$ cat src/hdl/render_pkg.sv
package render_pkg;

    ////////////////////////////////////////////////////////////
    // Frame buffer geometry
    ////////////////////////////////////////////////////////////

    localparam int buffer_width  = 32;
    localparam int buffer_height = 24;
    localparam int buffer_pixels = buffer_width * buffer_height;

    // Pixel (x, y) lives at x + y * buffer_width.
    typedef logic [9:0] addr_t;

    // Colour is 4 bits each of red, green and blue.
    typedef logic [11:0] color_t;

    ////////////////////////////////////////////////////////////
    // Geometry types
    ////////////////////////////////////////////////////////////

    // Signed fixed point with 4 fraction bits.
    typedef logic signed [11:0] coord_t;

    // Integer pixel coordinate, may lie outside the buffer.
    typedef logic signed [8:0] screen_t;

    localparam int max_triangles = 8;

    // Wide enough to hold max_triangles itself.
    typedef logic [3:0] tri_index_t;

    // Quarter turns, counter-clockwise.
    typedef logic [1:0] rot_t;

    ////////////////////////////////////////////////////////////
    // Fixed colours
    ////////////////////////////////////////////////////////////

    localparam color_t bg_color_a       = 12'h222;
    localparam color_t bg_color_b       = 12'h024;
    localparam color_t marker_color_on  = 12'hF00;
    localparam color_t marker_color_off = 12'h00F;

    localparam addr_t marker_addr = addr_t'(buffer_pixels - 1);

endpackage

$ cat src/hdl/background_fill.sv
`timescale 1ns/1ps

module background_fill (
    input  logic               clk,
    input  logic               rstn,
    input  logic               start,
    input  logic               bg_select,
    output logic               write_en,
    output render_pkg::addr_t  write_addr,
    output render_pkg::color_t write_data,
    output logic               done
);
    import render_pkg::*;

    logic  busy;
    addr_t addr;

    // One address per cycle, starting the cycle after start.
    always_ff @(posedge clk or negedge rstn) begin
        if (!rstn) begin
            busy <= 1'b0;
            addr <= '0;
        end else if (start) begin
            busy <= 1'b1;
            addr <= '0;
        end else if (busy) begin
            if (addr == addr_t'(buffer_pixels - 1)) begin
                busy <= 1'b0;
            end
            addr <= addr + 1'b1;
        end
    end

    assign write_en   = busy;
    assign write_addr = addr;
    assign write_data = bg_select ? bg_color_b : bg_color_a;
    assign done       = busy && (addr == addr_t'(buffer_pixels - 1));

endmodule

$ cat src/hdl/model_store.sv
`timescale 1ns/1ps

module model_store (
    input  logic                   clk,
    input  logic                   rstn,
    input  logic                   load_en,
    input  render_pkg::tri_index_t load_index,
    input  render_pkg::coord_t     load_ax,
    input  render_pkg::coord_t     load_ay,
    input  render_pkg::coord_t     load_bx,
    input  render_pkg::coord_t     load_by,
    input  render_pkg::coord_t     load_cx,
    input  render_pkg::coord_t     load_cy,
    input  render_pkg::color_t     load_color,
    input  render_pkg::tri_index_t read_index,
    output render_pkg::coord_t     ax,
    output render_pkg::coord_t     ay,
    output render_pkg::coord_t     bx,
    output render_pkg::coord_t     by,
    output render_pkg::coord_t     cx,
    output render_pkg::coord_t     cy,
    output render_pkg::color_t     color
);
    import render_pkg::*;

    // One entry holds six coordinates and the colour.
    typedef logic [6*$bits(coord_t)+$bits(color_t)-1:0] entry_t;

    entry_t mem [max_triangles];
    entry_t rd_q;

    always_ff @(posedge clk) begin
        if (load_en) begin
            mem[load_index[2:0]] <= {load_ax, load_ay, load_bx, load_by,
                                     load_cx, load_cy, load_color};
        end
    end

    // Registered read, data follows read_index by one cycle.
    always_ff @(posedge clk or negedge rstn) begin
        if (!rstn) begin
            rd_q <= '0;
        end else begin
            rd_q <= mem[read_index[2:0]];
        end
    end

    assign {ax, ay, bx, by, cx, cy, color} = rd_q;

endmodule

$ cat src/hdl/vertex_transform.sv
`timescale 1ns/1ps

module vertex_transform (
    input  logic               clk,
    input  logic               rstn,
    input  logic               in_valid,
    output logic               in_ready,
    input  render_pkg::coord_t in_ax,
    input  render_pkg::coord_t in_ay,
    input  render_pkg::coord_t in_bx,
    input  render_pkg::coord_t in_by,
    input  render_pkg::coord_t in_cx,
    input  render_pkg::coord_t in_cy,
    input  render_pkg::color_t in_color,
    input  logic               in_last,
    input  render_pkg::rot_t   rot,
    input  render_pkg::coord_t pos_x,
    input  render_pkg::coord_t pos_y,
    output logic               out_valid,
    input  logic               out_ready,
    output render_pkg::coord_t out_ax,
    output render_pkg::coord_t out_ay,
    output render_pkg::coord_t out_bx,
    output render_pkg::coord_t out_by,
    output render_pkg::coord_t out_cx,
    output render_pkg::coord_t out_cy,
    output render_pkg::color_t out_color,
    output logic               out_last
);
    import render_pkg::*;

    // Rotated x, then y, of a point; quarter turns stay exact.
    function automatic coord_t rot_x(input coord_t x, input coord_t y, input rot_t r);
        case (r)
            2'd0:    return x;
            2'd1:    return -y;
            2'd2:    return -x;
            default: return y;
        endcase
    endfunction

    function automatic coord_t rot_y(input coord_t x, input coord_t y, input rot_t r);
        case (r)
            2'd0:    return y;
            2'd1:    return x;
            2'd2:    return -y;
            default: return -x;
        endcase
    endfunction

    assign in_ready = !out_valid || out_ready;

    always_ff @(posedge clk or negedge rstn) begin
        if (!rstn) begin
            out_valid <= 1'b0;
        end else if (in_valid && in_ready) begin
            out_valid <= 1'b1;
        end else if (out_ready) begin
            out_valid <= 1'b0;
        end
    end

    // Translation wraps at 12 bits.
    always_ff @(posedge clk) begin
        if (in_valid && in_ready) begin
            out_ax    <= coord_t'(rot_x(in_ax, in_ay, rot) + pos_x);
            out_ay    <= coord_t'(rot_y(in_ax, in_ay, rot) + pos_y);
            out_bx    <= coord_t'(rot_x(in_bx, in_by, rot) + pos_x);
            out_by    <= coord_t'(rot_y(in_bx, in_by, rot) + pos_y);
            out_cx    <= coord_t'(rot_x(in_cx, in_cy, rot) + pos_x);
            out_cy    <= coord_t'(rot_y(in_cx, in_cy, rot) + pos_y);
            out_color <= in_color;
            out_last  <= in_last;
        end
    end

endmodule

$ cat src/hdl/screen_project.sv
`timescale 1ns/1ps

module screen_project (
    input  logic                clk,
    input  logic                rstn,
    input  logic                in_valid,
    output logic                in_ready,
    input  render_pkg::coord_t  in_ax,
    input  render_pkg::coord_t  in_ay,
    input  render_pkg::coord_t  in_bx,
    input  render_pkg::coord_t  in_by,
    input  render_pkg::coord_t  in_cx,
    input  render_pkg::coord_t  in_cy,
    input  render_pkg::color_t  in_color,
    input  logic                in_last,
    output logic                out_valid,
    input  logic                out_ready,
    output render_pkg::screen_t out_ax,
    output render_pkg::screen_t out_ay,
    output render_pkg::screen_t out_bx,
    output render_pkg::screen_t out_by,
    output render_pkg::screen_t out_cx,
    output render_pkg::screen_t out_cy,
    output render_pkg::color_t  out_color,
    output logic                out_last
);
    import render_pkg::*;

    // Arithmetic shift floors toward minus infinity.
    function automatic screen_t to_screen(input coord_t v);
        return screen_t'(v >>> 4);
    endfunction

    assign in_ready = !out_valid || out_ready;

    always_ff @(posedge clk or negedge rstn) begin
        if (!rstn) begin
            out_valid <= 1'b0;
        end else if (in_valid && in_ready) begin
            out_valid <= 1'b1;
        end else if (out_ready) begin
            out_valid <= 1'b0;
        end
    end

    always_ff @(posedge clk) begin
        if (in_valid && in_ready) begin
            out_ax    <= to_screen(in_ax);
            out_ay    <= to_screen(in_ay);
            out_bx    <= to_screen(in_bx);
            out_by    <= to_screen(in_by);
            out_cx    <= to_screen(in_cx);
            out_cy    <= to_screen(in_cy);
            out_color <= in_color;
            out_last  <= in_last;
        end
    end

endmodule

$ cat src/hdl/triangle_rasterizer.sv
`timescale 1ns/1ps

module triangle_rasterizer (
    input  logic                clk,
    input  logic                rstn,
    input  logic                in_valid,
    output logic                in_ready,
    input  render_pkg::screen_t in_ax,
    input  render_pkg::screen_t in_ay,
    input  render_pkg::screen_t in_bx,
    input  render_pkg::screen_t in_by,
    input  render_pkg::screen_t in_cx,
    input  render_pkg::screen_t in_cy,
    input  render_pkg::color_t  in_color,
    input  logic                in_last,
    output logic                pixel_valid,
    output logic                pixel_covered,
    output render_pkg::addr_t   pixel_addr,
    output render_pkg::color_t  pixel_color,
    output logic                pixel_last
);
    import render_pkg::*;

    typedef enum logic [1:0] {
        ras_idle,
        ras_setup,
        ras_scan
    } ras_state_t;

    // Holds a cross product of two 10-bit differences.
    typedef logic signed [21:0] edge_t;

    function automatic edge_t edge_fn(input screen_t x0, input screen_t y0,
                                      input screen_t x1, input screen_t y1,
                                      input screen_t px, input screen_t py);
        edge_t dx;
        edge_t dy;
        dx = edge_t'(x1) - edge_t'(x0);
        dy = edge_t'(y1) - edge_t'(y0);
        return dx * (edge_t'(py) - edge_t'(y0)) - dy * (edge_t'(px) - edge_t'(x0));
    endfunction

    function automatic screen_t min3(input screen_t a, input screen_t b, input screen_t c);
        screen_t m;
        m = (a < b) ? a : b;
        return (c < m) ? c : m;
    endfunction

    function automatic screen_t max3(input screen_t a, input screen_t b, input screen_t c);
        screen_t m;
        m = (a > b) ? a : b;
        return (c > m) ? c : m;
    endfunction

    ras_state_t state;
    screen_t    ax, ay, bx, by, cx, cy;
    color_t     color_q;
    logic       last_q;
    screen_t    min_x, max_x, min_y, max_y;
    screen_t    cur_x, cur_y;
    logic       empty_q, flat_q;

    screen_t lo_x, hi_x, lo_y, hi_y;
    logic    box_empty;
    logic    final_pix;
    edge_t   e0, e1, e2;

    ////////////////////////////////////////////////////////////
    // Bounding box, clamped to the buffer
    ////////////////////////////////////////////////////////////

    always_comb begin
        lo_x = min3(ax, bx, cx);
        hi_x = max3(ax, bx, cx);
        lo_y = min3(ay, by, cy);
        hi_y = max3(ay, by, cy);
        if (lo_x < 0) lo_x = '0;
        if (lo_y < 0) lo_y = '0;
        if (hi_x > screen_t'(buffer_width - 1)) hi_x = screen_t'(buffer_width - 1);
        if (hi_y > screen_t'(buffer_height - 1)) hi_y = screen_t'(buffer_height - 1);
        box_empty = (lo_x > hi_x) || (lo_y > hi_y);
    end

    always_ff @(posedge clk) begin
        if (state == ras_idle && in_valid) begin
            {ax, ay, bx, by, cx, cy} <= {in_ax, in_ay, in_bx, in_by, in_cx, in_cy};
            color_q <= in_color;
            last_q  <= in_last;
        end
        if (state == ras_setup) begin
            {min_x, max_x, min_y, max_y} <= {lo_x, hi_x, lo_y, hi_y};
            empty_q <= box_empty;
            flat_q  <= (edge_fn(ax, ay, bx, by, cx, cy) == 0);
        end
    end

    ////////////////////////////////////////////////////////////
    // Scan in raster order
    ////////////////////////////////////////////////////////////

    assign final_pix = empty_q || (cur_x == max_x && cur_y == max_y);

    always_ff @(posedge clk or negedge rstn) begin
        if (!rstn) begin
            state <= ras_idle;
            cur_x <= '0;
            cur_y <= '0;
        end else begin
            case (state)
                ras_idle: if (in_valid) state <= ras_setup;
                ras_setup: begin
                    // An empty box scans one dummy pixel at the origin.
                    cur_x <= box_empty ? screen_t'(0) : lo_x;
                    cur_y <= box_empty ? screen_t'(0) : lo_y;
                    state <= ras_scan;
                end
                default: begin
                    if (final_pix) begin
                        state <= ras_idle;
                    end else if (cur_x == max_x) begin
                        cur_x <= min_x;
                        cur_y <= cur_y + 1'b1;
                    end else begin
                        cur_x <= cur_x + 1'b1;
                    end
                end
            endcase
        end
    end

    assign e0 = edge_fn(ax, ay, bx, by, cur_x, cur_y);
    assign e1 = edge_fn(bx, by, cx, cy, cur_x, cur_y);
    assign e2 = edge_fn(cx, cy, ax, ay, cur_x, cur_y);

    assign in_ready      = (state == ras_idle);
    assign pixel_valid   = (state == ras_scan);
    // Same sign on all three edges covers both windings.
    assign pixel_covered = !empty_q && !flat_q
                           && ((e0 >= 0 && e1 >= 0 && e2 >= 0)
                               || (e0 <= 0 && e1 <= 0 && e2 <= 0));
    assign pixel_addr    = addr_t'(cur_y) * addr_t'(buffer_width) + addr_t'(cur_x);
    assign pixel_color   = color_q;
    assign pixel_last    = pixel_valid && final_pix && last_q;

endmodule

$ cat src/hdl/drawing_manager.sv
`timescale 1ns/1ps

module drawing_manager (
    input  logic                   clk,
    input  logic                   rstn,
    input  logic                   draw_start,
    input  logic                   draw_ack,
    input  render_pkg::tri_index_t triangle_count,
    input  render_pkg::rot_t       rot,
    input  render_pkg::coord_t     pos_x,
    input  render_pkg::coord_t     pos_y,
    input  logic                   bg_select,
    output render_pkg::rot_t       frame_rot,
    output render_pkg::coord_t     frame_pos_x,
    output render_pkg::coord_t     frame_pos_y,
    output logic                   frame_bg_select,
    output logic                   bg_start,
    input  logic                   bg_write_en,
    input  render_pkg::addr_t      bg_write_addr,
    input  render_pkg::color_t     bg_write_data,
    input  logic                   bg_done,
    output render_pkg::tri_index_t read_index,
    output logic                   tri_valid,
    input  logic                   tri_ready,
    output logic                   tri_last,
    input  logic                   pixel_valid,
    input  logic                   pixel_covered,
    input  render_pkg::addr_t      pixel_addr,
    input  render_pkg::color_t     pixel_color,
    input  logic                   pixel_last,
    output logic                   write_en,
    output render_pkg::addr_t      write_addr,
    output render_pkg::color_t     write_data,
    output logic                   frame_done
);
    import render_pkg::*;

    typedef enum logic [2:0] {
        state_idle,
        state_background,
        state_graphics,
        state_marker,
        state_frame_done
    } frame_state_t;

    frame_state_t state, next_state;
    tri_index_t   frame_count;
    logic         data_ok;
    logic         marker_on;
    logic         frame_start;

    assign frame_start = (state == state_idle && draw_start)
                         || (state == state_frame_done && draw_ack);

    // Frame settings stay fixed until the next frame starts.
    always_ff @(posedge clk) begin
        if (frame_start) begin
            frame_rot       <= rot;
            frame_pos_x     <= pos_x;
            frame_pos_y     <= pos_y;
            frame_bg_select <= bg_select;
            frame_count     <= triangle_count;
        end
    end

    always_ff @(posedge clk or negedge rstn) begin
        if (!rstn) begin
            state      <= state_idle;
            bg_start   <= 1'b0;
            read_index <= '0;
            data_ok    <= 1'b0;
            marker_on  <= 1'b0;
        end else begin
            state    <= next_state;
            bg_start <= frame_start;
            // Store data lags read_index by one cycle.
            data_ok  <= !(tri_valid && tri_ready);
            if (frame_start) begin
                read_index <= '0;
            end else if (tri_valid && tri_ready) begin
                read_index <= read_index + 1'b1;
            end
            if (state == state_marker) begin
                marker_on <= !marker_on;
            end
        end
    end

    assign tri_last = (read_index == tri_index_t'(frame_count - 1'b1));

    always_comb begin
        next_state = state;
        write_en   = 1'b0;
        write_addr = '0;
        write_data = '0;
        tri_valid  = 1'b0;
        frame_done = 1'b0;
        case (state)
            state_idle: begin
                if (draw_start) next_state = state_background;
            end
            state_background: begin
                write_en   = bg_write_en;
                write_addr = bg_write_addr;
                write_data = bg_write_data;
                if (bg_done) begin
                    next_state = (frame_count == '0) ? state_marker : state_graphics;
                end
            end
            state_graphics: begin
                tri_valid  = data_ok && (read_index < frame_count);
                write_en   = pixel_valid && pixel_covered;
                write_addr = pixel_addr;
                write_data = pixel_color;
                if (pixel_valid && pixel_last) next_state = state_marker;
            end
            state_marker: begin
                // Shows the toggled state, so the first frame writes "on".
                write_en   = 1'b1;
                write_addr = marker_addr;
                write_data = marker_on ? marker_color_off : marker_color_on;
                next_state = state_frame_done;
            end
            default: begin
                frame_done = 1'b1;
                if (draw_ack) next_state = state_background;
            end
        endcase
    end

endmodule

$ cat src/hdl/render_top.sv
`timescale 1ns/1ps

module render_top (
    input  logic                   clk,
    input  logic                   rstn,
    input  logic                   draw_start,
    input  logic                   draw_ack,
    input  logic                   load_en,
    input  render_pkg::tri_index_t load_index,
    input  render_pkg::coord_t     load_ax,
    input  render_pkg::coord_t     load_ay,
    input  render_pkg::coord_t     load_bx,
    input  render_pkg::coord_t     load_by,
    input  render_pkg::coord_t     load_cx,
    input  render_pkg::coord_t     load_cy,
    input  render_pkg::color_t     load_color,
    input  render_pkg::tri_index_t triangle_count,
    input  render_pkg::rot_t       rot,
    input  render_pkg::coord_t     pos_x,
    input  render_pkg::coord_t     pos_y,
    input  logic                   bg_select,
    output logic                   write_en,
    output render_pkg::addr_t      write_addr,
    output render_pkg::color_t     write_data,
    output logic                   frame_done
);
    import render_pkg::*;

    rot_t       frame_rot;
    coord_t     frame_pos_x, frame_pos_y;
    logic       frame_bg_select;
    logic       bg_start, bg_write_en, bg_done;
    addr_t      bg_write_addr;
    color_t     bg_write_data;
    tri_index_t read_index;
    logic       tri_valid, tri_ready, tri_last;
    coord_t     st_ax, st_ay, st_bx, st_by, st_cx, st_cy;
    color_t     st_color;

    ////////////////////////////////////////////////////////////
    // Pipeline links
    ////////////////////////////////////////////////////////////

    logic       tf_valid, tf_ready, tf_last;
    coord_t     tf_ax, tf_ay, tf_bx, tf_by, tf_cx, tf_cy;
    color_t     tf_color;
    logic       sp_valid, sp_ready, sp_last;
    screen_t    sp_ax, sp_ay, sp_bx, sp_by, sp_cx, sp_cy;
    color_t     sp_color;
    logic       pixel_valid, pixel_covered, pixel_last;
    addr_t      pixel_addr;
    color_t     pixel_color;

    drawing_manager u_manager (
        .clk, .rstn, .draw_start, .draw_ack, .triangle_count, .rot, .pos_x, .pos_y,
        .bg_select, .frame_rot, .frame_pos_x, .frame_pos_y, .frame_bg_select,
        .bg_start, .bg_write_en, .bg_write_addr, .bg_write_data, .bg_done,
        .read_index, .tri_valid, .tri_ready, .tri_last,
        .pixel_valid, .pixel_covered, .pixel_addr, .pixel_color, .pixel_last,
        .write_en, .write_addr, .write_data, .frame_done
    );

    background_fill u_background (
        .clk, .rstn, .start(bg_start), .bg_select(frame_bg_select),
        .write_en(bg_write_en), .write_addr(bg_write_addr),
        .write_data(bg_write_data), .done(bg_done)
    );

    model_store u_store (
        .clk, .rstn, .load_en, .load_index, .load_ax, .load_ay, .load_bx, .load_by,
        .load_cx, .load_cy, .load_color, .read_index,
        .ax(st_ax), .ay(st_ay), .bx(st_bx), .by(st_by), .cx(st_cx), .cy(st_cy),
        .color(st_color)
    );

    vertex_transform u_transform (
        .clk, .rstn, .in_valid(tri_valid), .in_ready(tri_ready),
        .in_ax(st_ax), .in_ay(st_ay), .in_bx(st_bx), .in_by(st_by),
        .in_cx(st_cx), .in_cy(st_cy), .in_color(st_color), .in_last(tri_last),
        .rot(frame_rot), .pos_x(frame_pos_x), .pos_y(frame_pos_y),
        .out_valid(tf_valid), .out_ready(tf_ready),
        .out_ax(tf_ax), .out_ay(tf_ay), .out_bx(tf_bx), .out_by(tf_by),
        .out_cx(tf_cx), .out_cy(tf_cy), .out_color(tf_color), .out_last(tf_last)
    );

    screen_project u_project (
        .clk, .rstn, .in_valid(tf_valid), .in_ready(tf_ready),
        .in_ax(tf_ax), .in_ay(tf_ay), .in_bx(tf_bx), .in_by(tf_by),
        .in_cx(tf_cx), .in_cy(tf_cy), .in_color(tf_color), .in_last(tf_last),
        .out_valid(sp_valid), .out_ready(sp_ready),
        .out_ax(sp_ax), .out_ay(sp_ay), .out_bx(sp_bx), .out_by(sp_by),
        .out_cx(sp_cx), .out_cy(sp_cy), .out_color(sp_color), .out_last(sp_last)
    );

    triangle_rasterizer u_raster (
        .clk, .rstn, .in_valid(sp_valid), .in_ready(sp_ready),
        .in_ax(sp_ax), .in_ay(sp_ay), .in_bx(sp_bx), .in_by(sp_by),
        .in_cx(sp_cx), .in_cy(sp_cy), .in_color(sp_color), .in_last(sp_last),
        .pixel_valid, .pixel_covered, .pixel_addr, .pixel_color, .pixel_last
    );

endmodule

$ cat config.mk
export PLATFORM = sky130hd
export DESIGN_NAME = render_top
export DESIGN_NICKNAME = d
export VERILOG_FILES = /design/src/hdl/render_pkg.sv /design/src/hdl/background_fill.sv /design/src/hdl/model_store.sv /design/src/hdl/vertex_transform.sv /design/src/hdl/screen_project.sv /design/src/hdl/triangle_rasterizer.sv /design/src/hdl/drawing_manager.sv /design/src/hdl/render_top.sv
export SDC_FILE = /design/constraint.sdc
export NUM_CORES = 2
export LEC_CHECK = 0
export ABC_CLOCK_PERIOD_IN_PS = 14100
export BUFFER_PORTS_ARGS = -buffer_cell sky130_fd_sc_hd__buf_2
export CORE_MARGIN = 2
export CORE_UTILIZATION = 45
export CTS_CLUSTER_DIAMETER = 30
export DETAILED_ROUTE_END_ITERATION = 10
export SLEW_MARGIN = 20
export SYNTH_ARGS = -nofsm -noshare
export SYNTH_HDL_FRONTEND = slang
export SYNTH_SLANG_ARGS = --single-unit
$ cat constraint.sdc
create_clock -name clk -period 14.1 [get_ports clk]
set_clock_uncertainty 0.2 [all_clocks]
set_input_delay 2.82 -clock clk [delete_from_list [all_inputs] [get_ports clk]]
set_output_delay 2.82 -clock clk [all_outputs]
set_load 0.03 [all_outputs]
Word level (Yosys, flattened, before mapping)

Memories as Yosys holds them, arrays and structs flattened. A register that Yosys moved wholly into a read port is not among the register bits.
Index checks and enable logic that the tools add are counted.

Register bits: 310
Word-level logic and storage cells: 239
Memories: 1
Input port bits: 124
Output and inout port bits: 24
Memory bits (writable): 672

Mux-type cells: 61
Equality and inequality tests: 17
Add/subtract/negate cells: 36
Magnitude comparators: 21
Reductions and logical operators: 48
Bitwise operators: 1
Multipliers: 8

Memories:

| memory      | words | width | read ports | clocked after Yosys merged registers in | write ports | RTL line          | text |
|---|---|---|---|---|---|---|---|
| u_store.mem | 8     | 84    | 1          | 1                                       | 1           | model_store.sv:29 | `entry_t mem [max_triangles];` |

Operators with widths:

| kind                  | number |
|---|---|
| $pmux W12 S3          | 7 |
| $mul A22 B22 Y22      | 8 |
| $mux W9               | 18 |
| $sub A22 B22 Y22      | 4 |
| $mux W12              | 7 |
| $add A12 B12 Y12      | 6 |
| $neg A12 Y12          | 6 |
| $sub A8 B8 Y9         | 8 |
| $ge A22 B1 Y1 const B | 3 |
| $le A22 B1 Y1 const B | 3 |
| $sub A9 B8 Y10        | 6 |
| $pmux W9 S2           | 2 |
| $logic_not A32 Y1     | 1 |
| $mux W10              | 3 |
| $pmux W10 S3          | 1 |
| $add A9 B1 Y9 const B | 2 |
| $eq A9 B9 Y1          | 2 |
| $gt A8 B9 Y1          | 2 |
| $gt A9 B6 Y1 const B  | 2 |
| $gt A9 B9 Y1          | 2 |
| $logic_and A1 B1 Y1   | 18 |
| $lt A8 B9 Y1          | 2 |
| $lt A9 B1 Y1 const B  | 2 |
| $gt A8 B8 Y1          | 2 |
| other kinds (35)      | 75 |

Depth between registers and ports, before layout

Word-level depth: 10
Mapped depth: 36
Gate-level depth less buffers: 34

Modules after synthesis

From an unflattened synthesis, not the netlist that was laid out.

Cells, all modules: 7003
Area total of the unflattened synthesis: 84725.0 um2

By module, submodules not included:

| module              | instances | sequential area each (um2) | cells each | area each (um2) |
|---|---|---|---|---|
| triangle_rasterizer | 1         | 3353.2                     | 4658       | 43874.6 |
| model_store         | 1         | 22281.4                    | 1068       | 27365.0 |
| vertex_transform    | 1         | 2577.5                     | 949        | 8883.5 |
| drawing_manager     | 1         | 1181.1                     | 188        | 2016.9 |
| screen_project      | 1         | 1856.8                     | 71         | 1930.6 |
| background_fill     | 1         | 275.3                      | 69         | 654.4 |

Worst setup path before layout

OpenSTA, ideal clock, no wires.

Path kind: register to output
Start point: register u_raster.ay[1]
End point: output port write_en
Buffers on the path: 2
Stages on the path, launching flop included: 34
Slack: 2.599 ns
Arrival time: 8.481 ns
Data required time: 11.080 ns
Cells stage by stage: edfxtp_1 -> inv_1 -> ha_1 -> nor2b_1 -> o21ai_0 -> a21oi_1 -> o21ai_0 -> a21oi_1 -> o21a_1 -> o21ai_0 -> a31oi_1 -> clkbuf_1 -> nand2b_1 -> fa_1 -> inv_1 -> fa_1 -> inv_1 -> fa_1 -> fa_1 -> fa_1 -> inv_1 -> fa_1 -> ha_1 -> ha_1 -> buf_2 -> and3b_1 -> a2111o_1 -> nor4_1 -> nand4_1 -> or4_1 -> nor4_1 -> o2111ai_1 -> a22oi_1 -> a21o_1

Longest elaborated chain between the ends: 10
Elaborated cells between the ends (all ways): 20
Those cells by class: add/sub: 5; mul: 3; order compare: 4; mux: 1; reduce/logical: 7

RTL lines:

| element                                              | RTL line                                               | text |
|---|---|---|
| start, declared                                      | triangle_rasterizer.sv:56                              | `screen_t ax, ay, bx, by, cx, cy;` |
| start signal, assigned                               | triangle_rasterizer.sv:86                              | `{ax, ay, bx, by, cx, cy} <= {in_ax, in_ay, in_bx, in_by, in_cx, in_cy};` |
| $sub A9 B8 Y10 or $sub A8 B8 Y9 (tied branches)      | triangle_rasterizer.sv:40, triangle_rasterizer.sv:39   |  |
| $mul A22 B22 Y22                                     | triangle_rasterizer.sv:40                              | `return dx * (edge_t'(py) - edge_t'(y0)) - dy * (edge_t'(px) - edge_t'(x0));` |
| $sub A22 B22 Y22                                     | triangle_rasterizer.sv:40                              |  |
| $ge A22 B1 Y1 or $le A22 B1 Y1 (tied branches)       | triangle_rasterizer.sv:139, triangle_rasterizer.sv:140 |  |
| $logic_and A1 B1 Y1 (on tied branches) (2 in series) | triangle_rasterizer.sv:139, triangle_rasterizer.sv:140 |  |
| $logic_or A1 B1 Y1 (*)                               | triangle_rasterizer.sv:140                             | `\|\| (e0 <= 0 && e1 <= 0 && e2 <= 0));` |
| $logic_and A1 B1 Y1 (*)                              | triangle_rasterizer.sv:139                             | `&& ((e0 >= 0 && e1 >= 0 && e2 >= 0)` |
| $logic_and A1 B1 Y1 (*)                              | drawing_manager.sv:112                                 | `write_en = pixel_valid && pixel_covered;` |
| $pmux W1 S3 (*)                                      | drawing_manager.sv:98                                  | `case (state)` |
| end, declared                                        | render_top.sv:22                                       | `output logic write_en,` |

Every way passes the cells marked *; elsewhere a longest branch is shown, timed or not.

Final worst setup path

Start point: register u_raster.ax[0]
End point: output port write_en

Longest elaborated chain between the ends: 10
Elaborated cells between the ends (all ways): 20
Those cells by class: add/sub: 5; mul: 3; order compare: 4; mux: 1; reduce/logical: 7

RTL lines:

| element                                              | RTL line |
|---|---|
| start, declared                                      | triangle_rasterizer.sv:56 |
| start signal, assigned                               | triangle_rasterizer.sv:86 |
| $sub A9 B8 Y10 or $sub A8 B8 Y9 (tied branches)      | triangle_rasterizer.sv:40, triangle_rasterizer.sv:38 |
| $mul A22 B22 Y22                                     | triangle_rasterizer.sv:40 |
| $sub A22 B22 Y22                                     | triangle_rasterizer.sv:40 |
| $ge A22 B1 Y1 or $le A22 B1 Y1 (tied branches)       | triangle_rasterizer.sv:139, triangle_rasterizer.sv:140 |
| $logic_and A1 B1 Y1 (on tied branches) (2 in series) | triangle_rasterizer.sv:139, triangle_rasterizer.sv:140 |
| $logic_or A1 B1 Y1 (*)                               | triangle_rasterizer.sv:140 |
| $logic_and A1 B1 Y1 (*)                              | triangle_rasterizer.sv:139 |
| $logic_and A1 B1 Y1 (*)                              | drawing_manager.sv:112 |
| $pmux W1 S3 (*)                                      | drawing_manager.sv:98 |

Marks and branches as above.

==> results.sh <==
export IMPL_p_total_mw=7.37
export IMPL_routedWlPerCell_um=21.0
export IMPL_synthesis_nets=7884
export IMPL_viasPerCell=5.38
export IMPL_max_freq_ghz=0.0735
export IMPL_period_needed_ps=13600
export IMPL_grt_max_degree=121
export IMPL_ys_warn_count=0
export IMPL_ys_top_cells_by_count="edfxtp_1, fa_1, inv_1, nor2_1, ha_1"
export IMPL_synth_edf_count=911
export IMPL_num_rows=153
export IMPL_port_buffers=146
export IMPL_gp_congestion=0.923
export IMPL_routed_wl_um=190000
export IMPL_cts_buffers=134
export IMPL_critPathLaunchType="register"
export IMPL_insertion_delay_ps=740
export IMPL_min_period_over_period=0.965
export IMPL_area_growth_synth_to_final_pct=11.2
export IMPL_syn_area_um2=78400
export IMPL_rr_startpoint="u_raster.ax[0]"
export IMPL_hold_viol=0
export IMPL_cp_slowest_cell="fa_1"
export IMPL_path_class="register to output pin"
export IMPL_grt_pass1_vias=51400
export IMPL_syn_avg_cell_area_um2=12.3
export IMPL_yosysMostFrequentCell="edfxtp_1"
export IMPL_outcome="finished clean"
export IMPL_clock_path_buffers=3
export IMPL_io_pins=148
export IMPL_crit_fanout=9
export IMPL_first_pass_iters=6
export IMPL_yosysSeqAreaShare=0.390
export IMPL_clk_pin_slew_ps=60
export IMPL_synth_top_area_frac=0.349
export IMPL_crit_start="u_raster.ax[0]"
export IMPL_hold_path_startpoint="u_project.out_cy[6]"
export IMPL_synthTopCellsByArea="edfxtp_1, fa_1, ha_1, mux4_2, dfrtp_1"
export IMPL_cp_data_arrival_time_ps=10580
export IMPL_htreeDepth=4
export IMPL_ys_seq_elements=1038
export IMPL_track_usage=0.216
export IMPL_drive_gt1_frac=0.141
export IMPL_tns_ps=0
export IMPL_synth_distinct_cells=87
export IMPL_cellPowerDensity_nw_per_um2=84.5
export IMPL_maxSlewHeadroom=0.232
export IMPL_worst_pin_slew_ps=1140
export IMPL_p_leak_nw=36.0
export IMPL_die_w_um=421
export IMPL_drc=0
export IMPL_holdCritPathClass="register to register"
export IMPL_grt_ovfl_total=0
export IMPL_async_flop_share=0.122
export IMPL_antenna_left=0
export IMPL_critPathMaxStageDelay_ps=570
export IMPL_cpMostUsedCell="fa_1"
export IMPL_core_area_um2=173000
export IMPL_synthCells=6357
export IMPL_chipHeight_um=421
export IMPL_dieArea_um2=178000
export IMPL_vdd_drop_max_uv=116
export IMPL_dp_hpwl_um=145000
export IMPL_grt_pass1_wl_um=298000
export IMPL_cts_root_buf="clkbuf_16"
export IMPL_setup_viol=0
export IMPL_nNetsFinal=8121
export IMPL_num_vias=48600
export IMPL_cts_tree="yes"
export IMPL_start_util=0.452
export IMPL_drv_slew=0
export IMPL_dr_first_iter_drc_count=3071
export IMPL_ys_flop_type="edfxtp_1"
export IMPL_maxCapViolations=0
export IMPL_yosys_area_top_type="edfxtp_1"
export IMPL_end_kind="output pin"
export IMPL_antenna_found_initial=32
export IMPL_crit_required_ps=11080
export IMPL_fillers=15200
export IMPL_clkSinkCount=1038
critical path, delay by kind of cell, from the launching register on:
| kind | cells | cell delay, ps |
|---|---|---|
| AOI/OAI and AO/OA | 9 | 2310 |
| adders and majority gates | 10 | 4620 |
| buffers and inverters | 7 | 810 |
| DFF | 1 | 560 |
| and+or+nand+nor | 6 | 1550 |
flip-flops by register name (all words and copies together), names as in the netlist, 9 cells and up:
name / flops
u_raster.pixel_color: 12
u_raster.cur_x: 9
u_raster.cur_y: 9
u_manager.frame_pos_x: 12
u_manager.frame_pos_y: 12
u_store.rd_q: 84
u_store.mem: 672
u_project.out_color: 12
u_background.write_addr: 10
u_transform.out_color: 12
final timing paths:
kind	endpoint	slack, ps	cells past startpoint
setup / recovery	write_en	500	32
hold / removal	u_raster.cy[6]	200	0
setup reg to reg	u_raster.flat_q	4590	33
hold reg to reg	u_raster.cy[6]	200	0
max in group asynchronous	u_store.rd_q[45]	10440	2
min in group asynchronous	u_manager.read_index[0]	1950	1
per-layer routing:
metal	global-route usage	up-vias	part of all wire
met3	0.0296	331	0.044
met2	0.383	1107	0.51
met1	0.273	24800	0.41
met5	0	-	0.0011
met4	0.0713	34	0.034
li1	-	22300	-
cells by family (layout without fill, tap and decap cells):
| family | after synthesis | after routing | share of synthesized area |
|---|---|---|---|
| flops | 1038 | 1038 | 0.390 |
| compound gates | 709 | 709 | 0.0588 |
| xor+xnor | 308 | 308 | 0.0344 |
| buf+inv | 983 | 1334 | 0.0472 |
| fa+ha+maj | 1403 | 1403 | 0.303 |
| mux | 341 | 341 | 0.0731 |
| simple gates | 1575 | 1575 | 0.0940 |
| other cells | 0 | 5 | 0 |
through the flow:
stage	cells	cell area, µm²	setup slack (ps)	util	hold WS [ps]
after floorplan	6357	78400	2600	-	200
after global placement	8779	82400	765	0.475	202
after detailed placement	8779	82500	679	0.475	204
after CTS	9029	87100	44.9	0.502	199
after global routing	9034	87200	-16.6	0.503	217
final	9038	87200	498	0.503	204
power by group:
part	leakage (nW)	switching, mW	internal, mW	total [mW]
clock	2.24	1.39	2.03	3.42
combinational	24.0	0.248	0.195	0.443
sequential	9.79	0.0605	3.45	3.51
total	36.0	1.70	5.67	7.37
layout by cell type, fill, tap and decap left out, types with 120 or more instances in the layout:
cell,Yosys,final
a21oi_1,195,192
buf_2,8,145
buf_4,0,130
clkbuf_16,0,136
dfrtp_1,127,124
edfxtp_1,911,911
fa_1,825,822
ha_1,578,578
inv_1,805,801
mux4_2,174,174
nand2_1,315,315
nand2b_1,120,120
nor2_1,650,644
o21ai_0,171,170
xnor2_1,204,200
what timing repair did:
item	4_1_cts	5_1_grt
pin swaps	0	2
gates resized for setup	1	12
setup buffers	0	4
setup endpoints to repair	1	1
hold buffers	0	0
area by class of cell:
type | count | area (µm²) | area share
clock buffer | 151 | 3480 | 0.0399
sequential | 1038 | 30500 | 0.350
timing repair buffer | 277 | 1730 | 0.0199
antenna | 5 | 12.5 | 0.000144
clock inverter | 99 | 1130 | 0.0130
inverter | 807 | 3040 | 0.0348
multi-input combinational | 4336 | 44300 | 0.508
tap | 2325 | 2910 | 0.0334
Power figures use the tool's default switching activity.
